### src/hw/pet_mem_pkg.sv
// Shared widths, requester indices and screen geometry for the PET memory system
// VIDEO_GAP must be at least 1, and the screen must fit below the top of SRAM

package pet_mem_pkg;

    // ******************************************************************
    // Memory widths
    // ******************************************************************
    localparam int RAM_ADDR_WIDTH = 15;     // 32 KB of SRAM
    localparam int DATA_WIDTH     = 8;

    // ******************************************************************
    // Arbiter requesters
    // ******************************************************************
    localparam int NUM_REQ   = 3;
    localparam int REQ_VIDEO = 0;           // Fixed priority
    localparam int REQ_CPU   = 1;
    localparam int REQ_HOST  = 2;

    // ******************************************************************
    // Video screen buffer
    // ******************************************************************

    // First byte of the 40 x 25 character screen
    localparam logic [RAM_ADDR_WIDTH-1:0] VIDEO_BASE = 15'h0000;

    localparam int VIDEO_BYTES = 1000;

    // Idle cycles after each fetch, left over for the APB ports
    localparam int VIDEO_GAP = 3;

    // Counter widths derived from the geometry
    localparam int VIDEO_OFFSET_WIDTH = $clog2(VIDEO_BYTES);
    localparam int VIDEO_GAP_WIDTH    = $clog2(VIDEO_GAP + 1);

endpackage

### src/hw/apb_mem_port.sv
// APB completer turning each transfer into one arbitrated SRAM access
// The master must hold psel, penable, paddr, pwrite and pwdata until pready
// No error response, so PSLVERR is left out

`timescale 1ns/1ps

module apb_mem_port (
    input  logic                                  clock_i,
    input  logic                                  reset_i,

    // APB completer side
    input  logic                                  psel_i,
    input  logic                                  penable_i,
    input  logic                                  pwrite_i,
    input  logic [pet_mem_pkg::RAM_ADDR_WIDTH-1:0] paddr_i,
    input  logic [pet_mem_pkg::DATA_WIDTH-1:0]     pwdata_i,
    output logic [pet_mem_pkg::DATA_WIDTH-1:0]     prdata_o,
    output logic                                  pready_o,

    // Request to the arbiter
    output logic                                  req_o,
    output logic                                  req_write_o,
    output logic [pet_mem_pkg::RAM_ADDR_WIDTH-1:0] req_addr_o,
    output logic [pet_mem_pkg::DATA_WIDTH-1:0]     req_wdata_o,
    input  logic                                  gnt_i,
    input  logic                                  rvalid_i,
    input  logic [pet_mem_pkg::DATA_WIDTH-1:0]     rdata_i
);
    typedef enum logic [1:0] {
        ST_IDLE,
        ST_WAIT_GNT,
        ST_WAIT_DATA,
        ST_DONE
    } state_t;

    state_t state_q;
    logic   access;

    assign access = psel_i && penable_i;

    // Request only in the access phase, and drop it once granted
    assign req_o       = access && (state_q == ST_IDLE || state_q == ST_WAIT_GNT);
    assign req_write_o = pwrite_i;
    assign req_addr_o  = paddr_i;        // Held stable by the APB master
    assign req_wdata_o = pwdata_i;

    assign pready_o = (state_q == ST_DONE);

    always_ff @(posedge clock_i) begin
        if (reset_i) begin
            state_q <= ST_IDLE;
        end else begin
            case (state_q)
                ST_IDLE, ST_WAIT_GNT: begin
                    if (req_o && gnt_i) begin
                        state_q <= pwrite_i ? ST_DONE : ST_WAIT_DATA;
                    end else if (req_o) begin
                        state_q <= ST_WAIT_GNT;   // Lost arbitration, keep asking
                    end
                end
                ST_WAIT_DATA: begin
                    if (rvalid_i) state_q <= ST_DONE;
                end
                default: state_q <= ST_IDLE;    // Done lasts one cycle
            endcase
        end
    end

    // Read byte is held until the next read completes
    always_ff @(posedge clock_i) begin
        if (state_q == ST_WAIT_DATA && rvalid_i) begin
            prdata_o <= rdata_i;
        end
    end

endmodule

### src/hw/video_fetch.sv
// Raster fetcher reading the character screen one byte at a time
// Addresses run from VIDEO_BASE and wrap after VIDEO_BYTES, reads only

`timescale 1ns/1ps

module video_fetch (
    input  logic                                  clock_i,
    input  logic                                  reset_i,

    // Request to the arbiter, always a read
    output logic                                  req_o,
    output logic [pet_mem_pkg::RAM_ADDR_WIDTH-1:0] req_addr_o,
    input  logic                                  gnt_i,
    input  logic                                  rvalid_i,
    input  logic [pet_mem_pkg::DATA_WIDTH-1:0]     rdata_i,

    // Fetched screen byte
    output logic [pet_mem_pkg::DATA_WIDTH-1:0]     video_data_o,
    output logic                                  video_valid_o
);
    import pet_mem_pkg::*;

    typedef enum logic [1:0] {
        V_GAP,
        V_REQ,
        V_WAIT
    } vstate_t;

    vstate_t                       state_q;
    logic [VIDEO_OFFSET_WIDTH-1:0] offset_q;
    logic [VIDEO_GAP_WIDTH-1:0]    gap_q;

    assign req_o      = (state_q == V_REQ);
    assign req_addr_o = VIDEO_BASE + RAM_ADDR_WIDTH'(offset_q);

    // Reset starts in the gap, so the first fetch is offset 0 after VIDEO_GAP cycles
    always_ff @(posedge clock_i) begin
        if (reset_i) begin
            state_q       <= V_GAP;
            offset_q      <= '0;
            gap_q         <= '0;
            video_valid_o <= 1'b0;
        end else begin
            video_valid_o <= 1'b0;
            case (state_q)
                V_GAP: begin
                    if (gap_q == VIDEO_GAP_WIDTH'(VIDEO_GAP - 1)) begin
                        state_q <= V_REQ;
                    end else begin
                        gap_q <= gap_q + 1'b1;
                    end
                end
                V_REQ: begin
                    if (gnt_i) state_q <= V_WAIT;   // Request held until granted
                end
                default: begin
                    if (rvalid_i) begin
                        video_valid_o <= 1'b1;
                        state_q       <= V_GAP;
                        gap_q         <= '0;
                        // Step to the next screen byte, wrapping at the end of the frame
                        if (offset_q == VIDEO_OFFSET_WIDTH'(VIDEO_BYTES - 1)) begin
                            offset_q <= '0;
                        end else begin
                            offset_q <= offset_q + 1'b1;
                        end
                    end
                end
            endcase
        end
    end

    always_ff @(posedge clock_i) begin
        if (state_q == V_WAIT && rvalid_i) begin
            video_data_o <= rdata_i;
        end
    end

endmodule

### src/hw/mem_arbiter.sv
// Single-port SRAM arbiter, video at fixed priority, CPU and host round-robin
// Requests must be held until granted and dropped the cycle after
// Read data returns one cycle after the grant on shared lines

`timescale 1ns/1ps

module mem_arbiter (
    input  logic                                      clock_i,
    input  logic                                      reset_i,

    // Requesters, indexed by REQ_VIDEO, REQ_CPU and REQ_HOST
    input  logic [pet_mem_pkg::NUM_REQ-1:0]            req_i,
    input  logic [pet_mem_pkg::REQ_HOST:pet_mem_pkg::REQ_CPU] write_i,
    input  logic [pet_mem_pkg::NUM_REQ-1:0][pet_mem_pkg::RAM_ADDR_WIDTH-1:0] addr_i,
    input  logic [pet_mem_pkg::REQ_HOST:pet_mem_pkg::REQ_CPU]
                 [pet_mem_pkg::DATA_WIDTH-1:0]         wdata_i,
    output logic [pet_mem_pkg::NUM_REQ-1:0]            gnt_o,
    output logic [pet_mem_pkg::NUM_REQ-1:0]            rvalid_o,
    output logic [pet_mem_pkg::DATA_WIDTH-1:0]         rdata_o,

    // SRAM pins
    output logic [pet_mem_pkg::RAM_ADDR_WIDTH-1:0]     ram_addr_o,
    output logic [pet_mem_pkg::DATA_WIDTH-1:0]         ram_data_o,
    input  logic [pet_mem_pkg::DATA_WIDTH-1:0]         ram_data_i,
    output logic                                      ram_we_n_o,
    output logic                                      ram_oe_n_o
);
    import pet_mem_pkg::*;

    logic [NUM_REQ-1:0] prev_gnt_q;     // Granted last cycle
    logic [NUM_REQ-1:0] rd_gnt_q;       // Read whose data returns this cycle
    logic               last_host_q;    // Host took the last APB grant
    logic [NUM_REQ-1:0] eligible;
    logic               gnt_write;
    logic               gnt_read;

    // ******************************************************************
    // Winner selection
    // ******************************************************************

    // A request still held from last cycle's grant must not win again
    assign eligible = req_i & ~prev_gnt_q;

    always_comb begin
        gnt_o = '0;
        if (eligible[REQ_VIDEO]) begin
            gnt_o[REQ_VIDEO] = 1'b1;
        end else if (eligible[REQ_CPU] && eligible[REQ_HOST]) begin
            // Tie goes to the APB port that did not win last
            if (last_host_q) begin
                gnt_o[REQ_CPU] = 1'b1;
            end else begin
                gnt_o[REQ_HOST] = 1'b1;
            end
        end else if (eligible[REQ_CPU]) begin
            gnt_o[REQ_CPU] = 1'b1;
        end else if (eligible[REQ_HOST]) begin
            gnt_o[REQ_HOST] = 1'b1;
        end
    end

    // ******************************************************************
    // SRAM pins, valid in the grant cycle
    // ******************************************************************
    always_comb begin
        ram_addr_o = '0;
        ram_data_o = '0;
        gnt_write  = 1'b0;
        if (gnt_o[REQ_VIDEO]) begin
            ram_addr_o = addr_i[REQ_VIDEO];     // Video only reads
        end else if (gnt_o[REQ_CPU]) begin
            ram_addr_o = addr_i[REQ_CPU];
            ram_data_o = wdata_i[REQ_CPU];
            gnt_write  = write_i[REQ_CPU];
        end else if (gnt_o[REQ_HOST]) begin
            ram_addr_o = addr_i[REQ_HOST];
            ram_data_o = wdata_i[REQ_HOST];
            gnt_write  = write_i[REQ_HOST];
        end
    end

    assign gnt_read   = (|gnt_o) && !gnt_write;
    assign ram_we_n_o = !gnt_write;
    assign ram_oe_n_o = !gnt_read;

    // ******************************************************************
    // Grant history and read return
    // ******************************************************************
    always_ff @(posedge clock_i) begin
        if (reset_i) begin
            prev_gnt_q  <= '0;
            rd_gnt_q    <= '0;
            last_host_q <= 1'b0;
        end else begin
            prev_gnt_q <= gnt_o;
            rd_gnt_q   <= gnt_read ? gnt_o : '0;
            if (gnt_o[REQ_CPU]) begin
                last_host_q <= 1'b0;
            end else if (gnt_o[REQ_HOST]) begin
                last_host_q <= 1'b1;
            end
        end
    end

    // SRAM registers its output, so the data lines up with rd_gnt_q
    assign rvalid_o = rd_gnt_q;
    assign rdata_o  = ram_data_i;

endmodule

### src/hw/pet_mem_top.sv
// Shared PET memory, two APB ports and the video fetcher on one external SRAM
// SRAM must return read data one clock after the output enable cycle

`timescale 1ns/1ps

module pet_mem_top (
    input  logic                                  clock_i,
    input  logic                                  reset_i,

    // CPU bus APB port
    input  logic                                  cpu_psel_i,
    input  logic                                  cpu_penable_i,
    input  logic                                  cpu_pwrite_i,
    input  logic [pet_mem_pkg::RAM_ADDR_WIDTH-1:0] cpu_paddr_i,
    input  logic [pet_mem_pkg::DATA_WIDTH-1:0]     cpu_pwdata_i,
    output logic [pet_mem_pkg::DATA_WIDTH-1:0]     cpu_prdata_o,
    output logic                                  cpu_pready_o,

    // Host bridge APB port
    input  logic                                  host_psel_i,
    input  logic                                  host_penable_i,
    input  logic                                  host_pwrite_i,
    input  logic [pet_mem_pkg::RAM_ADDR_WIDTH-1:0] host_paddr_i,
    input  logic [pet_mem_pkg::DATA_WIDTH-1:0]     host_pwdata_i,
    output logic [pet_mem_pkg::DATA_WIDTH-1:0]     host_prdata_o,
    output logic                                  host_pready_o,

    // Video byte stream
    output logic [pet_mem_pkg::DATA_WIDTH-1:0]     video_data_o,
    output logic                                  video_valid_o,

    // External SRAM
    output logic [pet_mem_pkg::RAM_ADDR_WIDTH-1:0] ram_addr_o,
    output logic [pet_mem_pkg::DATA_WIDTH-1:0]     ram_data_o,
    input  logic [pet_mem_pkg::DATA_WIDTH-1:0]     ram_data_i,
    output logic                                  ram_we_n_o,
    output logic                                  ram_oe_n_o
);
    import pet_mem_pkg::*;

    logic [NUM_REQ-1:0]                     req;
    logic [REQ_HOST:REQ_CPU]                req_write;
    logic [NUM_REQ-1:0][RAM_ADDR_WIDTH-1:0] req_addr;
    logic [REQ_HOST:REQ_CPU][DATA_WIDTH-1:0] req_wdata;
    logic [NUM_REQ-1:0]                     gnt;
    logic [NUM_REQ-1:0]                     rvalid;
    logic [DATA_WIDTH-1:0]                  rdata;

    apb_mem_port u_cpu_port (
        .clock_i    (clock_i),
        .reset_i    (reset_i),
        .psel_i     (cpu_psel_i),
        .penable_i  (cpu_penable_i),
        .pwrite_i   (cpu_pwrite_i),
        .paddr_i    (cpu_paddr_i),
        .pwdata_i   (cpu_pwdata_i),
        .prdata_o   (cpu_prdata_o),
        .pready_o   (cpu_pready_o),
        .req_o      (req[REQ_CPU]),
        .req_write_o(req_write[REQ_CPU]),
        .req_addr_o (req_addr[REQ_CPU]),
        .req_wdata_o(req_wdata[REQ_CPU]),
        .gnt_i      (gnt[REQ_CPU]),
        .rvalid_i   (rvalid[REQ_CPU]),
        .rdata_i    (rdata)
    );

    apb_mem_port u_host_port (
        .clock_i    (clock_i),
        .reset_i    (reset_i),
        .psel_i     (host_psel_i),
        .penable_i  (host_penable_i),
        .pwrite_i   (host_pwrite_i),
        .paddr_i    (host_paddr_i),
        .pwdata_i   (host_pwdata_i),
        .prdata_o   (host_prdata_o),
        .pready_o   (host_pready_o),
        .req_o      (req[REQ_HOST]),
        .req_write_o(req_write[REQ_HOST]),
        .req_addr_o (req_addr[REQ_HOST]),
        .req_wdata_o(req_wdata[REQ_HOST]),
        .gnt_i      (gnt[REQ_HOST]),
        .rvalid_i   (rvalid[REQ_HOST]),
        .rdata_i    (rdata)
    );

    video_fetch u_video (
        .clock_i      (clock_i),
        .reset_i      (reset_i),
        .req_o        (req[REQ_VIDEO]),
        .req_addr_o   (req_addr[REQ_VIDEO]),
        .gnt_i        (gnt[REQ_VIDEO]),
        .rvalid_i     (rvalid[REQ_VIDEO]),
        .rdata_i      (rdata),
        .video_data_o (video_data_o),
        .video_valid_o(video_valid_o)
    );

    mem_arbiter u_arbiter (
        .clock_i   (clock_i),
        .reset_i   (reset_i),
        .req_i     (req),
        .write_i   (req_write),
        .addr_i    (req_addr),
        .wdata_i   (req_wdata),
        .gnt_o     (gnt),
        .rvalid_o  (rvalid),
        .rdata_o   (rdata),
        .ram_addr_o(ram_addr_o),
        .ram_data_o(ram_data_o),
        .ram_data_i(ram_data_i),
        .ram_we_n_o(ram_we_n_o),
        .ram_oe_n_o(ram_oe_n_o)
    );

endmodule

### config.mk
export PLATFORM = sky130hd
export DESIGN_NAME = pet_mem_top
export DESIGN_NICKNAME = d
export VERILOG_FILES = /design/src/hw/pet_mem_pkg.sv /design/src/hw/apb_mem_port.sv /design/src/hw/video_fetch.sv /design/src/hw/mem_arbiter.sv /design/src/hw/pet_mem_top.sv
export SDC_FILE = /design/constraint.sdc
export NUM_CORES = 1
export LEC_CHECK = 0
export ABC_AREA = 1
export BUFFER_PORTS_ARGS = -buffer_cell sky130_fd_sc_hd__buf_2
export CAP_MARGIN = 20
export CELL_PAD_IN_SITES_DETAIL_PLACEMENT = 2
export CELL_PAD_IN_SITES_GLOBAL_PLACEMENT = 2
export CORE_UTILIZATION = 28
export CTS_BUF_LIST = sky130_fd_sc_hd__clkbuf_8
export CTS_CLUSTER_SIZE = 14
export DETAILED_ROUTE_END_ITERATION = 8
export PLACE_DENSITY_LB_ADDON = 0.05
export SETUP_SLACK_MARGIN = 0.15
export SKIP_CTS_REPAIR_TIMING = 1
export SLEW_MARGIN = 20
export SYNTH_ARGS = -nofsm -noshare
export SYNTH_HDL_FRONTEND = slang
export SYNTH_SLANG_ARGS = --single-unit
### constraint.sdc
create_clock -name clock_i -period 3.19 [get_ports clock_i]
set_clock_uncertainty 0.1 [all_clocks]
set_input_delay 0.4785 -clock clock_i [delete_from_list [all_inputs] [get_ports clock_i]]
set_output_delay 0.4785 -clock clock_i [all_outputs]
set_load 0.02 [all_outputs]
==> results.md <==
Cells and area:
- The number of antenna diodes in the final layout is 0.
- The count of nets after finishing is around 450.
- The count of cells in the finished layout, fillers not included, comes to 488.
- The share of final-layout standard cells stronger than drive strength 1 is 36.5%.
- The signed area change from the synthesized netlist to the final layout is 32.4%.

Synthesis:
- The synthesized netlist net count is 335.
- The cell count after synthesis is around 270.
- The mapped netlist covers 2330 um2.
- The synthesized netlist devotes less than 1% of its cell area to XOR and XNOR gates.
- Sequential elements use 53.4% of the synthesized area.
- The dominant combinational cell family by area after synthesis is simple AND/OR/NAND/NOR gates.
- The cell type with the largest total area after synthesis is edfxtp_1.
- The synthesized netlist devotes 1.08% of its cell area to adder and majority cells.
- The share of synthesized area in the top cell type comes to 31.0%.
- By area the synthesized netlist is led by edfxtp_1, dfxtp_1, nand2_1, inv_1, nand3_1.
- Of the post-synthesis cell area, the part taken by muxes is 0%.
- The number of library cell types mapped by synthesis is 30.
- The total of flip-flops plus latches after synthesis is 50.
- A synthesized cell averages ~8.6 um2.
- The synthesized netlist devotes 5.86% of its cell area to compound gates.
- For this run, the number of Yosys warnings is 0.
- Summing the areas of all and, or, nand and nor instances in the mapped netlist gives 31.7% of the synthesized area.

Place:
- The placed wire-length estimate is 5890 um.
- The number of buffers inserted by port buffering is 113.
- The congestion estimate from routability-driven global placement came to 0.729.
- The pre-CTS setup slack is ~0.71 ns.
- The count of placed standard cells including taps is 480.

GRT:
- The met2 usage is 31.7%.
- For met1 alone, demand over resource in global routing was 21.0%.
- Global routing consumed, on the met3 layer, 2.93% of the routing resources.
- The initial antenna violation count is 0.
- The number of global-route vias before repair is between 2000 and 2500.
- The first global-routing pass estimated roughly 12000 um of wire.
- After global routing the overflow that remains totals 0.
- The overall routing resource usage is 17.5%.
- The global routing stage identified its most utilized layer as met2.
- The maximum number of pins on one net before global-route repair is 26.

Setup path:
- In this run the worst setup path terminates at ram_addr_o[0].
- In this run the worst path has a maximum fanout of 25.
- Counting buffers and inverters, the worst setup path is 8 cells deep.
- The data required time at the worst endpoint is about 2.6 ns.
- The minimum setup slack among reg-to-reg paths is 1.32 ns.
- The critical path class is flip-flop to primary output.
- The number of buffer and inverter instances along the worst setup path is 2.
- The critical register-to-register path startpoint is u_cpu_port.state_q[1].
- The critical path arrival is slightly below 2 ns.
- The startpoint class of the critical path is a flip-flop.
- The number of cells on the worst reg-to-reg path is 3.
- The cell family contributing the most delay on the critical path is simple AND/OR/NAND/NOR gates.
- The signal on the critical path passes through inv_2 > nand3_2 > nor2_4 > nand2_2 > nor2_4 > nand2_1 > o211ai_1 > buf_2.
- For this run, the slowest stage of the critical path takes around 0.46 ns.
- The critical path's slowest cell is nor2_4.
- The worst setup path is captured at a primary output.
- Tracing the worst setup path back leads to its startpoint at u_cpu_port.state_q[1].
- The most common cell type on the critical path is nor2_4.
- The endpoint identified for the worst register-to-register timing path is u_cpu_port.prdata_o[3].

Power and ir drop:
- For this design the static power due to leakage is between 0.001 and 0.0015 uW.
- In this run the power spent charging and discharging nets is 464 uW.
- Of the total power, the clock network draws 31.0%.
- The sequential share of power is 46.9%.
- The worst-case IR drop observed on VDD is roughly 0.00029 V.
- Net switching is 30.2% of the power.
- The internal power of the cells totals 1070 uW.
- Power spread over the standard cell area amounts to 499 nW/um2.
- The relative contribution of combinational cells to total power is between 20% and 30%.

STA:
- Setup violations remaining at the end of the flow were counted as 0.
- The maximum clock frequency is 399 MHz.
- Setup repair after global routing left no endpoint under its margin.
- The worst path needs 2.51 ns of the cycle, external delays included.
- The final number of hold-violating endpoints was 0.
- At the pin with the least slew margin, the transition time is around 0.85 ns.
- The final worst slack is 0.683 ns.
- Headroom to the max-slew limit came out at 43.4%.
- The count of pins over their slew limit is 0.
- The worst path uses 78.6% of the clock period.
- The sum of negative setup slack is 0 ns.

CTS:
- Clock-pin slew was measured on the worst setup and hold paths at 0.10 ns.
- The root buffer cell chosen for the clock tree is clkbuf_8.
- TritonCTS built the clock tree.
- The clock tree synthesis step divided the H-tree into 2 levels.
- The buffer levels on the longest clock path is 2.
- The number of CTS-inserted buffers is 5.
- The clock sink total is 50.
- The clock latency on the worst-skew pair is just over 0.3 ns.

Run:
- The count of max-cap constraint violations is 0.

Floorplanning:
- The core region area is just under 8000 um2.
- Once the floorplan was initialized, standard cells occupied 29.5% of the core.
- The die outline height is just over 90 um.
- The full die area is 8680 um2.
- The top-level port count is roughly 110.
- The count of standard-cell rows is 32.
- The die is 93.1 um wide.

Drt:
- The violation count after the first detailed-route iteration is 20.
- The final wirelength is 7330 um.
- The total DRC errors in the routed layout is 0.
- The number of search-and-repair iterations in the first detailed-routing pass is 4.
- The remaining number of nets flagged by the antenna check after routing is 0.
- In the final routed layout, each cell accounts on average for 15.0 um.
- After detailed routing, the number of vias per cell comes to 4.53.
- The final route contains 2213 vias.

Run status:
- The flow ran to the end, and the final reports show no timing, DRC or antenna violations.

Min path:
- The classification of the worst-slack hold path is input pin to flip-flop.
- The worst hold path begins at ram_data_i[6].
==> power by group through the flow <==
stage / combinational (uW) / sequential, uW / clock [uW]
finish: 340 / 721 / 478
global route: 378 / 726 / 516
CTS: 346 / 722 / 492
global placement: 332 / 733 / 0
detailed placement: 346 / 736 / 0
floorplan: 228 / 733 / 0
==> layer usage <==
layer / share of wire [%] / routed length, um
met5: 0 / 0
met4: 1.7 / 123
met3: 3.4 / 252
met2: 53 / 3860
met1: 42 / 3100
==> sequential cells by signal, summed over array words and instances (netlist names) <==
register	count
u_arbiter.last_host_q	1
u_arbiter.prev_gnt_q	3
u_arbiter.rvalid_o	3
u_cpu_port.prdata_o	8
u_cpu_port.state_q	2
u_host_port.prdata_o	8
u_host_port.state_q	2
u_video.gap_q	2
u_video.offset_q	10
u_video.state_q	2
u_video.video_data_o	8
u_video.video_valid_o	1
==> layout by cell type (no fill, tap or decap), drive strengths merged <==
cell,count
o22ai,1
a21oi,10
bufinv,1
or2,2
nand4,2
dfxtp,26
a211oi,2
clkbuf,6
nand2,102
nor3,6
edfxtp,24
nor3b,1
o211ai,4
nand3,19
o21ai,4
inv,30
xor2,1
o21a,2
buf,113
nand3b,2
ha,2
nor2,26
==> cell usage after synthesis, drive strengths merged <==
| cell | n |
|---|---|
| nor3 | 6 |
| o211ai | 4 |
| or2 | 2 |
| clkbuf | 1 |
| nor2 | 26 |
| a21oi | 10 |
| edfxtp | 24 |
| nand2 | 102 |
| nand3b | 2 |
| nor3b | 1 |
| o22ai | 1 |
| ha | 2 |
| xor2 | 1 |
| nand3 | 19 |
| inv | 29 |
| dfxtp | 26 |
| buf | 5 |
| nand4 | 2 |
| o21ai | 4 |
| o21a | 2 |
| a211oi | 2 |
==> how the worst min path moves through the flow <==
| stage | end | slack [ns] | cells past startpoint |
|---|---|---|---|
| after floorplan | u_video.gap_q[0] | 0.30 | 1 |
| after global placement | u_video.gap_q[0] | 0.31 | 1 |
| after detailed placement | u_video.gap_q[0] | 0.33 | 1 |
| after CTS | u_video.video_data_o[6] | 0.26 | 1 |
| after global routing | u_video.video_data_o[6] | 0.25 | 1 |
| final | u_video.video_data_o[6] | 0.27 | 1 |
==> stage by stage <==
stage          total power [uW]  cell area, um2  utilization [%]  hold WS (ns)
5_1_grt                    1620            3080             39.1         0.248
2_1_floorplan               961            2330                -         0.303
4_1_cts                    1560            3080             39.1         0.261
3_3_place_gp               1070            2960             37.5         0.314
6_report                   1540            3080             39.1         0.267
3_5_place_dp               1080            2960             37.5         0.326
==> area by class of cell <==
class,instances,area [um2]
clock buffers,6,82.6
clock inverters,2,38.8
fillers,943,4810
inverters,29,116
multi-input cells,186,908
flip-flops and latches,50,1240
well taps,102,128
repair buffers,113,566
==> logic make-up after synthesis <==
family	count (synthesis)
and+or+nand+nor	160
DFF	50
buffers and inverters	35
AOI/OAI and AO/OA	23
adders and majority gates	2
xor gates and xnor gates	1
No activity file was read; power rests on OpenSTA's default activity.
